<file path="src/include/load_unit_defines.svh">
// load unit parameters
// data path widths, cache address split and load buffer sizing

`ifndef LOAD_UNIT_DEFINES_SVH
`define LOAD_UNIT_DEFINES_SVH

// --------------------
// data path
// --------------------
// register width of the core
`define LU_XLEN 64
// byte offset inside one XLEN word
`define LU_OFFSET_W 3

// --------------------
// cache address split
// --------------------
`define LU_ADDR_W 32
// index covers the page offset
`define LU_INDEX_W 12
// tag is the rest of the address
`define LU_TAG_W 20

// --------------------
// ids and buffering
// --------------------
// scoreboard transaction id
`define LU_TRANS_ID_W 3
// outstanding loads, log2 gives the request id width
`define LU_NR_LDBUF 4
`define LU_LDBUF_ID_W 2

`endif

</file>
<file path="src/logic/load_unit_pkg.sv">
// load unit types
// opcodes, FSM states and the structs on the LSU and cache ports

`include "load_unit_defines.svh"

package load_unit_pkg;

  // load opcodes, signed and unsigned variants
  typedef enum logic [2:0] {
    LD,
    LW,
    LWU,
    LH,
    LHU,
    LB,
    LBU
  } load_op_e;

  // request FSM states
  typedef enum logic [2:0] {
    IDLE,
    WAIT_PAGE_OFFSET,
    WAIT_GNT,
    SEND_TAG,
    WAIT_FLUSH
  } load_state_e;

  // load request from the LSU queue
  typedef struct packed {
    logic [`LU_TRANS_ID_W-1:0] trans_id;
    logic [`LU_ADDR_W-1:0]     address;
    logic [`LU_XLEN/8-1:0]     be;
    load_op_e                  operation;
  } load_req_t;

  // request towards the data cache
  typedef struct packed {
    logic                      data_req;
    logic [`LU_INDEX_W-1:0]    address_index;
    logic [`LU_TAG_W-1:0]      address_tag;
    logic [`LU_LDBUF_ID_W-1:0] data_id;
    logic [`LU_XLEN/8-1:0]     data_be;
    logic [1:0]                data_size;
    logic                      tag_valid;
    logic                      kill_req;
  } dcache_req_t;

  // answer from the data cache
  typedef struct packed {
    logic                      data_gnt;
    logic                      data_rvalid;
    logic [`LU_LDBUF_ID_W-1:0] data_rid;
    logic [`LU_XLEN-1:0]       data_rdata;
  } dcache_rsp_t;

  // one outstanding load, kept until its response
  typedef struct packed {
    logic [`LU_TRANS_ID_W-1:0] trans_id;
    logic [`LU_OFFSET_W-1:0]   address_offset;
    load_op_e                  operation;
  } ldbuf_entry_t;

endpackage

</file>
<file path="src/logic/load_ctrl_fsm.sv">
// load request FSM
// issues index and tag cycles to the data cache, stalls on store page-offset hits

`timescale 1ns/1ps
`include "load_unit_defines.svh"

module load_ctrl_fsm (
  input  logic                     clk_i,
  input  logic                     rst_ni,
  input  logic                     flush_i,
  // request from the LSU queue
  input  logic                     valid_i,
  input  load_unit_pkg::load_req_t ld_req_i,
  // store unit address check
  input  logic                     page_offset_matches_i,
  // cache handshake
  input  logic                     data_gnt_i,
  // load buffer status
  input  logic                     ldbuf_full_i,
  output logic                     pop_ld_o,
  output logic                     data_req_o,
  output logic                     tag_valid_o,
  output logic                     kill_req_o,
  output logic [`LU_TAG_W-1:0]     addr_tag_o,
  output logic [1:0]               data_size_o,
  output logic                     ldbuf_w_o
);
  import load_unit_pkg::*;

  load_state_e state_d, state_q;
  logic accept_req;
  logic [`LU_TAG_W-1:0] tag_q;

  // transfer size in log2 bytes
  function automatic logic [1:0] op_size(load_op_e op);
    case (op)
      LD:       return 2'd3;
      LW, LWU:  return 2'd2;
      LH, LHU:  return 2'd1;
      default:  return 2'd0;
    endcase
  endfunction

  assign data_size_o = op_size(ld_req_i.operation);

  // a new load only goes out while a buffer slot is free
  assign accept_req = valid_i && !ldbuf_full_i;

  // --------------------
  // next state
  // --------------------
  always_comb begin : ctrl_comb
    state_d     = state_q;
    data_req_o  = 1'b0;
    tag_valid_o = 1'b0;
    kill_req_o  = 1'b0;
    pop_ld_o    = 1'b0;

    case (state_q)
      // SEND_TAG presents the tag and can start the next load right away
      IDLE, SEND_TAG: begin
        tag_valid_o = (state_q == SEND_TAG);
        state_d     = IDLE;
        if (accept_req) begin
          if (page_offset_matches_i) begin
            // a pending store hits the same page offset
            state_d = WAIT_PAGE_OFFSET;
          end else begin
            data_req_o = 1'b1;
            if (data_gnt_i) begin
              // tag goes out in the next cycle
              pop_ld_o = 1'b1;
              state_d  = SEND_TAG;
            end else begin
              state_d = WAIT_GNT;
            end
          end
        end
      end

      // wait for the store unit to drain the matching store
      WAIT_PAGE_OFFSET: begin
        if (!page_offset_matches_i) begin
          state_d = WAIT_GNT;
        end
      end

      // request stays up until the cache takes it
      WAIT_GNT: begin
        data_req_o = 1'b1;
        if (data_gnt_i) begin
          pop_ld_o = 1'b1;
          state_d  = SEND_TAG;
        end
      end

      // tag cycle of an outstanding request gets killed
      WAIT_FLUSH: begin
        tag_valid_o = 1'b1;
        kill_req_o  = 1'b1;
        state_d     = IDLE;
      end

      default: begin
        state_d = IDLE;
      end
    endcase

    // flush wins over everything else
    if (flush_i) begin
      state_d = WAIT_FLUSH;
    end
  end

  // grant strobe doubles as load buffer write
  assign ldbuf_w_o = data_req_o && data_gnt_i;

  always_ff @(posedge clk_i or negedge rst_ni) begin : state_ff
    if (!rst_ni) begin
      state_q <= IDLE;
    end else begin
      state_q <= state_d;
    end
  end

  // tag captured at grant, sent in the following cycle
  always_ff @(posedge clk_i) begin : tag_ff
    if (ldbuf_w_o) begin
      tag_q <= ld_req_i.address[`LU_INDEX_W +: `LU_TAG_W];
    end
  end

  assign addr_tag_o = tag_q;

  // --------------------
  // assertions
  // --------------------
  // buffer cannot fill between accept and grant
  gnt_not_full_a : assert property (@(posedge clk_i) disable iff (!rst_ni)
      ldbuf_w_o |-> !ldbuf_full_i)
    else $error("grant taken while load buffer is full");

  // kill only in the tag cycle right after a flush
  kill_in_tag_a : assert property (@(posedge clk_i) disable iff (!rst_ni)
      kill_req_o |-> tag_valid_o && $past(flush_i))
    else $error("kill_req outside of a flush tag cycle");

endmodule

</file>
<file path="src/logic/load_buffer.sv">
// buffer of outstanding loads
// one slot per request id, retired out of order by cache responses

`timescale 1ns/1ps
`include "load_unit_defines.svh"

module load_buffer (
  input  logic                        clk_i,
  input  logic                        rst_ni,
  input  logic                        flush_i,
  // write side, one entry per grant
  input  logic                        ldbuf_w_i,
  input  load_unit_pkg::ldbuf_entry_t wdata_i,
  output logic [`LU_LDBUF_ID_W-1:0]   windex_o,
  output logic                        full_o,
  // response side
  input  logic                        rvalid_i,
  input  logic [`LU_LDBUF_ID_W-1:0]   rid_i,
  output load_unit_pkg::ldbuf_entry_t rdata_o,
  output logic                        rsp_valid_o
);
  import load_unit_pkg::*;

  localparam int unsigned ID_W = `LU_LDBUF_ID_W;

  logic [`LU_NR_LDBUF-1:0] valid_q, valid_d;
  logic [`LU_NR_LDBUF-1:0] flushed_q, flushed_d;
  ldbuf_entry_t entries_q [`LU_NR_LDBUF];
  logic [ID_W-1:0] free_idx;
  logic [ID_W-1:0] last_id_q;
  // high in the kill cycle that follows a flush
  logic flush_q;

  // legal offsets per access size
  function automatic logic offset_ok(ldbuf_entry_t e);
    case (e.operation)
      LD:      return e.address_offset == 3'd0;
      LW, LWU: return e.address_offset[1:0] == 2'd0;
      LH, LHU: return e.address_offset[0] == 1'b0;
      default: return 1'b1;
    endcase
  endfunction

  assign full_o = &valid_q;

  // lowest free slot wins
  always_comb begin : free_search
    free_idx = '0;
    for (int i = `LU_NR_LDBUF - 1; i >= 0; i--) begin
      if (!valid_q[i]) begin
        free_idx = ID_W'(i);
      end
    end
  end

  assign windex_o = free_idx;

  // --------------------
  // slot bookkeeping
  // --------------------
  always_comb begin : slot_comb
    valid_d   = valid_q;
    flushed_d = flushed_q;
    // everything in flight is dead after a flush
    if (flush_i) begin
      flushed_d = '1;
    end
    // the load granted together with the flush is killed one cycle later
    if (flush_q) begin
      flushed_d[last_id_q] = 1'b1;
    end
    // retire on response
    if (rvalid_i) begin
      valid_d[rid_i] = 1'b0;
    end
    // new load starts clean
    if (ldbuf_w_i) begin
      valid_d[free_idx]   = 1'b1;
      flushed_d[free_idx] = 1'b0;
    end
  end

  always_ff @(posedge clk_i or negedge rst_ni) begin : slot_ff
    if (!rst_ni) begin
      valid_q   <= '0;
      flushed_q <= '0;
      last_id_q <= '0;
      flush_q   <= 1'b0;
    end else begin
      valid_q   <= valid_d;
      flushed_q <= flushed_d;
      flush_q   <= flush_i;
      if (ldbuf_w_i) begin
        last_id_q <= free_idx;
      end
    end
  end

  always_ff @(posedge clk_i) begin : entry_ff
    if (ldbuf_w_i) begin
      entries_q[free_idx] <= wdata_i;
    end
  end

  // --------------------
  // response lookup
  // --------------------
  assign rdata_o = entries_q[rid_i];

  // drop flushed slots and the request killed in this very cycle
  assign rsp_valid_o = rvalid_i && !flushed_q[rid_i] &&
                       !(flush_q && (last_id_q == rid_i));

  // cache answers only ids it was granted
  rsp_slot_valid_a : assert property (@(posedge clk_i) disable iff (!rst_ni)
      rvalid_i |-> valid_q[rid_i])
    else $error("response for a free load buffer slot");

  // LSU hands over naturally aligned loads only
  offset_aligned_a : assert property (@(posedge clk_i) disable iff (!rst_ni)
      ldbuf_w_i |-> offset_ok(wdata_i))
    else $error("misaligned load offset written to buffer");

endmodule

</file>
<file path="src/logic/load_align.sv">
// load result formatting
// byte shift, optional big-endian swap and sign or zero extension

`timescale 1ns/1ps
`include "load_unit_defines.svh"

module load_align (
  input  logic [`LU_XLEN-1:0]         rdata_i,
  input  load_unit_pkg::ldbuf_entry_t entry_i,
  // big-endian data mode
  input  logic                        mbe_i,
  output logic [`LU_XLEN-1:0]         result_o
);
  import load_unit_pkg::*;

  logic [`LU_XLEN-1:0] shifted_data;
  logic [`LU_XLEN-1:0] endian_data;
  logic is_signed;
  logic msb;
  logic ext_bit;

  // --------------------
  // byte shift
  // --------------------
  // offset selects the first byte of the access within the word
  assign shifted_data = rdata_i >> {entry_i.address_offset, 3'b000};

  // --------------------
  // endian swap
  // --------------------
  // big-endian memory: swap bytes within the access width only
  always_comb begin : endian_swap
    endian_data = shifted_data;
    if (mbe_i) begin
      case (entry_i.operation)
        LW, LWU: begin
          endian_data[31:0] = {<<8{shifted_data[31:0]}};
        end
        LH, LHU: begin
          endian_data[15:0] = {<<8{shifted_data[15:0]}};
        end
        LB, LBU: begin
          // single byte, nothing to swap
          endian_data = shifted_data;
        end
        default: begin
          endian_data = {<<8{shifted_data}};
        end
      endcase
    end
  end

  // --------------------
  // extension
  // --------------------
  assign is_signed = entry_i.operation inside {LW, LH, LB};

  // top bit of the formatted access
  always_comb begin : msb_sel
    case (entry_i.operation)
      LW, LWU: msb = endian_data[31];
      LH, LHU: msb = endian_data[15];
      LB, LBU: msb = endian_data[7];
      default: msb = endian_data[`LU_XLEN-1];
    endcase
  end

  // unsigned loads pull the upper bits to zero
  assign ext_bit = is_signed && msb;

  always_comb begin : result_mux
    case (entry_i.operation)
      LW, LWU: result_o = {{(`LU_XLEN - 32){ext_bit}}, endian_data[31:0]};
      LH, LHU: result_o = {{(`LU_XLEN - 16){ext_bit}}, endian_data[15:0]};
      LB, LBU: result_o = {{(`LU_XLEN - 8){ext_bit}}, endian_data[7:0]};
      // LD uses the full word
      default: result_o = endian_data;
    endcase
  end

endmodule

</file>
<file path="src/logic/load_unit.sv">
// load unit top
// request FSM, outstanding load buffer and result aligner around the data cache port

`timescale 1ns/1ps
`include "load_unit_defines.svh"

module load_unit (
  input  logic                       clk_i,
  input  logic                       rst_ni,
  input  logic                       flush_i,
  // LSU queue
  input  logic                       valid_i,
  input  load_unit_pkg::load_req_t   ld_req_i,
  output logic                       pop_ld_o,
  // store unit page-offset check
  output logic [`LU_INDEX_W-1:0]     page_offset_o,
  input  logic                       page_offset_matches_i,
  // data cache
  output load_unit_pkg::dcache_req_t req_port_o,
  input  load_unit_pkg::dcache_rsp_t req_port_i,
  // big-endian mode
  input  logic                       mbe_i,
  // result to the scoreboard
  output logic                       valid_o,
  output logic [`LU_TRANS_ID_W-1:0]  trans_id_o,
  output logic [`LU_XLEN-1:0]        result_o
);
  import load_unit_pkg::*;

  logic ldbuf_w;
  logic ldbuf_full;
  logic [`LU_LDBUF_ID_W-1:0] ldbuf_windex;
  ldbuf_entry_t ldbuf_wdata;
  ldbuf_entry_t ldbuf_rdata;

  // page offset doubles as cache index
  assign page_offset_o            = ld_req_i.address[`LU_INDEX_W-1:0];
  assign req_port_o.address_index = ld_req_i.address[`LU_INDEX_W-1:0];
  assign req_port_o.data_be       = ld_req_i.be;
  // request id is the buffer slot
  assign req_port_o.data_id       = ldbuf_windex;

  // what the response needs later
  assign ldbuf_wdata.trans_id       = ld_req_i.trans_id;
  assign ldbuf_wdata.address_offset = ld_req_i.address[`LU_OFFSET_W-1:0];
  assign ldbuf_wdata.operation      = ld_req_i.operation;

  load_ctrl_fsm u_ctrl (
    .clk_i                (clk_i),
    .rst_ni               (rst_ni),
    .flush_i              (flush_i),
    .valid_i              (valid_i),
    .ld_req_i             (ld_req_i),
    .page_offset_matches_i(page_offset_matches_i),
    .data_gnt_i           (req_port_i.data_gnt),
    .ldbuf_full_i         (ldbuf_full),
    .pop_ld_o             (pop_ld_o),
    .data_req_o           (req_port_o.data_req),
    .tag_valid_o          (req_port_o.tag_valid),
    .kill_req_o           (req_port_o.kill_req),
    .addr_tag_o           (req_port_o.address_tag),
    .data_size_o          (req_port_o.data_size),
    .ldbuf_w_o            (ldbuf_w)
  );

  load_buffer u_ldbuf (
    .clk_i      (clk_i),
    .rst_ni     (rst_ni),
    .flush_i    (flush_i),
    .ldbuf_w_i  (ldbuf_w),
    .wdata_i    (ldbuf_wdata),
    .windex_o   (ldbuf_windex),
    .full_o     (ldbuf_full),
    .rvalid_i   (req_port_i.data_rvalid),
    .rid_i      (req_port_i.data_rid),
    .rdata_o    (ldbuf_rdata),
    .rsp_valid_o(valid_o)
  );

  assign trans_id_o = ldbuf_rdata.trans_id;

  load_align u_align (
    .rdata_i (req_port_i.data_rdata),
    .entry_i (ldbuf_rdata),
    .mbe_i   (mbe_i),
    .result_o(result_o)
  );

endmodule

</file>
<file path="config.mk">
export PLATFORM = sky130hd
export DESIGN_NAME = load_unit
export DESIGN_NICKNAME = d
export VERILOG_FILES = /design/src/logic/load_unit_pkg.sv /design/src/logic/load_ctrl_fsm.sv /design/src/logic/load_buffer.sv /design/src/logic/load_align.sv /design/src/logic/load_unit.sv
export VERILOG_INCLUDE_DIRS = /design/src /design/src/include
export SDC_FILE = /design/constraint.sdc
export NUM_CORES = 1
export LEC_CHECK = 0
export ABC_CLOCK_PERIOD_IN_PS = 3500
export BUFFER_PORTS_ARGS = -buffer_cell sky130_fd_sc_hd__buf_4
export CORE_ASPECT_RATIO = 2
export CORE_UTILIZATION = 25
export DETAILED_ROUTE_END_ITERATION = 12
export GPL_ROUTABILITY_DRIVEN = 0
export SETUP_SLACK_MARGIN = 0.02
export SKIP_LAST_GASP = 1
export SLEW_MARGIN = 20
export SYNTH_ARGS = -nofsm -noshare
export SYNTH_HDL_FRONTEND = slang
export SYNTH_SLANG_ARGS = --single-unit
</file>
<file path="constraint.sdc">
create_clock -name clk_i -period 3.5 [get_ports clk_i]
set_input_delay 0.7 -clock clk_i [delete_from_list [all_inputs] [get_ports clk_i]]
set_output_delay 0.7 -clock clk_i [all_outputs]
set_load 0.005 [all_outputs]
</file>
==> reports/results.tsv <==
metric	value	unit
Die Width	114	um
Final Cycle Share	113	%
DRT Wirelength	27.3	mm
CTS tree	built	
Req. time, crit path	2.80	ns
critical path's top delay family	multiplexers	
DRT iter0 DRCs	546	
Area Overhead vs Synth	63.6	%
Synth Register Bits	70	
Initial Util	25.6	%
violated checks	negative setup slack	
vias in the first global route	7260	
Ys Warns	0	
clk_lat worst skew	0.32	ns
clock slew at reported path FFs	0.05	ns
EDFF count, synth	56	
number of cell rows	81	
fin crit period	3.94	ns
worst slew pin tran	0.746	ns
Core ar.	24600	um^2
initial antenna violation count	0	
Final Hold Fails	0	
Finished Core Util	41.8	%
I/O Buffers	204	
Worst path most repeated cell	buf_12	
crit end category	primary output	
DRC viols	0	
pre-CTS WS	-0.424	ns
DR vias/cell	5.42	
Startpoint Class	input pin	
# clock sinks	70	
Final setup viols	64	
mapped cell area	6290	um^2
crit path kind	in -> out	
Final WS setup	-0.443	ns
deepest clock path buffer count	2	
Synth Instances	687	
GRT Total Usage	20.6	%
Antenna diodes	0	
final instance area	10300	um^2
fill count	2410	
Ports	248	
CTS hold repair buffers	0	
Layout Nets	1106	
Slew Limit Fails	0	
RSZ-0062 raised after global routing	true	
Finished Layout Cells	1323	
crit path max-delay cell type	mux4_4	
Synth cell types	63	
TNS Setup	-23.44	ns
max_cap viols	0	
pwr dens	332	nW/um^2
Buf/Inv on CP	4	
relative slew slack	50.2	%
post-DR wirelength/cell	20.6	um
Post-DP HPWL	20.4	mm
Setup Skew	0.00464	ns
via count	7166	
die area	25900	um^2
drt first pass iters	5	
Hold Path Class	in -> async	
Max VDD drop	0.000475	V
GRT overflow	0	
critical path data arrival time	3.24	ns
clock buffer count from CTS	9	
Max FO, Critical Path	15	
height of the die	226	um
clock root cell	clkbuf_16	
Post-DRT Antenna Nets	0	
syn_nets	807	
highest clock rate	0.254	GHz
prevailing post-synth register cell	edfxtp_1	
sequential fraction of the synthesis area	32.3	%
Max H-tree Level	3	
max incr delay on CP	0.71	ns
Post-synth ARST share	20.0	%
Syn Area/Cell	9.16	um^2
maximum number of pins on one net before global-route repair	56	
P_leak	0.00442	uW
first-pass GRT wire length	40.3	mm
CP cell instances	buf_12 > mux4_4 > buf_12 > mux2i_4 > mux2i_2 > mux2i_4 > a41o_1 > buf_12 > o211ai_1 > buf_4	
status	finished with violations	
Placed Area	9080	um^2
layout cells sized above 1	51.2	%
Placed Cells	1282	
==> placed cells by master, fill, tap and decap left out, types with 8 or more instances in the layout <==
cell type,count
a21oi_1,31
nor2_1,37
o21ai_0,28
nand2_1,44
a22oi_1,10
buf_4,338
mux2i_1,54
mux4_2,10
o221ai_1,8
nand3b_1,10
mux2_2,9
clkbuf_16,10
edfxtp_1,56
a31oi_1,12
o21ai_1,8
inv_1,11
mux2i_2,11
buf_6,18
a21oi_2,8
o211ai_1,36
mux2i_4,10
a21o_1,11
buf_12,21
dfrtp_1,14
nand3_1,26
o22ai_1,24
==> logic make-up after synthesis <==
logic type / after synthesis / share of synthesized area, %
buffers and inverters: 107 / 9.80
AO/OA/AOI/OAI: 245 / 26.5
multiplexers: 96 / 18.1
AND/OR/NAND/NOR: 164 / 12.6
adder cells (fa/ha/maj): 1 / 0.159
XOR/XNOR: 4 / 0.557
flip-flops: 70 / 32.3
==> cell usage after synthesis, types with 11 or more instances <==
master	instances	share of area [%]
o22ai_1	27	2.7
edfxtp_1	56	27
buf_4	42	5.0
a21o_1	11	1.3
nand2_1	48	2.9
a22oi_1	14	1.7
nand3_1	31	2.5
buf_2	16	1.3
mux2i_1	73	12
o21ai_0	37	2.9
o221ai_1	12	1.7
clkbuf_1	31	1.8
a221oi_1	12	1.7
mux4_2	11	3.9
nor2_1	40	2.4
a31oi_1	13	1.3
o211ai_1	36	4.3
dfrtp_1	14	5.6
a21oi_1	42	3.3
inv_1	11	0.66
==> what timing repair did <==
item	CTS	global route
gates resized for setup	93	41
buffers inserted	17	5
hold endpoints to repair	0	0
pin swaps	35	23
setup endpoints to repair	64	64
gates cloned	6	1
==> area by class of cell <==
| class | instances | area (um^2) | share of cell area (%) |
|---|---|---|---|
| clock inverters | 7 | 113 | 1.09 |
| inverters | 11 | 41.3 | 0.401 |
| flip-flops and latches | 70 | 2030 | 19.7 |
| repair buffers | 384 | 3340 | 32.4 |
| well taps | 332 | 415 | 4.04 |
| multi-input cells | 510 | 4130 | 40.1 |
| clock buffers | 9 | 225 | 2.19 |
==> worst paths after layout <==
| check | startpoint | endpoint | slack [ns] | cells past startpoint |
|---|---|---|---|---|
| setup / recovery | req_port_i[64] | result_o[43] | -0.44 | 10 |
| hold / removal | rst_ni | u_ldbuf.valid_q[2]$_DFF_PN0_ | 0.22 | 1 |
| setup reg to reg | u_ldbuf.valid_q[1]$_DFF_PN0_ | u_ldbuf.entries_q[3][2]$_DFFE_PP_ | 0.90 | 7 |
| hold reg to reg | u_ldbuf.flushed_q[0]$_DFF_PN0_ | u_ldbuf.flushed_q[0]$_DFF_PN0_ | 0.51 | 2 |
| max in group asynchronous | rst_ni | u_ldbuf.flushed_q[0]$_DFF_PN0_ | 3.11 | 1 |
| min in group clk_i | u_ldbuf.flushed_q[0]$_DFF_PN0_ | u_ldbuf.flushed_q[0]$_DFF_PN0_ | 0.51 | 2 |
==> per-layer routing <==
metal | part of all wire (%) | GRT usage (%) | vias to the layer above
met5 | 0 | 0 | -
met2 | 52 | 38.3 | 394
met1 | 34 | 20.4 | 3428
li1 | - | - | 3241
met3 | 6.3 | 3.29 | 103
met4 | 7.6 | 14.6 | 0
==> registers in the layout (all words and copies together) (netlist names) <==
name               count
u_ldbuf.flushed_q      4
u_ldbuf.flush_q        1
u_ldbuf.last_id_q      2
u_ldbuf.valid_q        4
u_ldbuf.entries_q     36
u_ctrl.state_q         3
u_ctrl.addr_tag_o     20
==> stage by stage <==
| stage | total power (uW) | hold slack [ns] |
|---|---|---|
| 5_1_grt | 3570 | 0.219 |
| 3_3_place_gp | 2230 | 0.487 |
| 2_1_floorplan | 1550 | 0.404 |
| 6_report | 3420 | 0.222 |
| 4_1_cts | 3380 | 0.212 |
| 3_5_place_dp | 2240 | 0.495 |
==> report_power, final <==
part,internal [uW],leakage [uW],total [uW],switching [uW]
clock,691,0.000165,1010,316
sequential,929,0.000673,952,23.3
combinational,752,0.00358,1460,709
(Power assumes the default switching activity.)
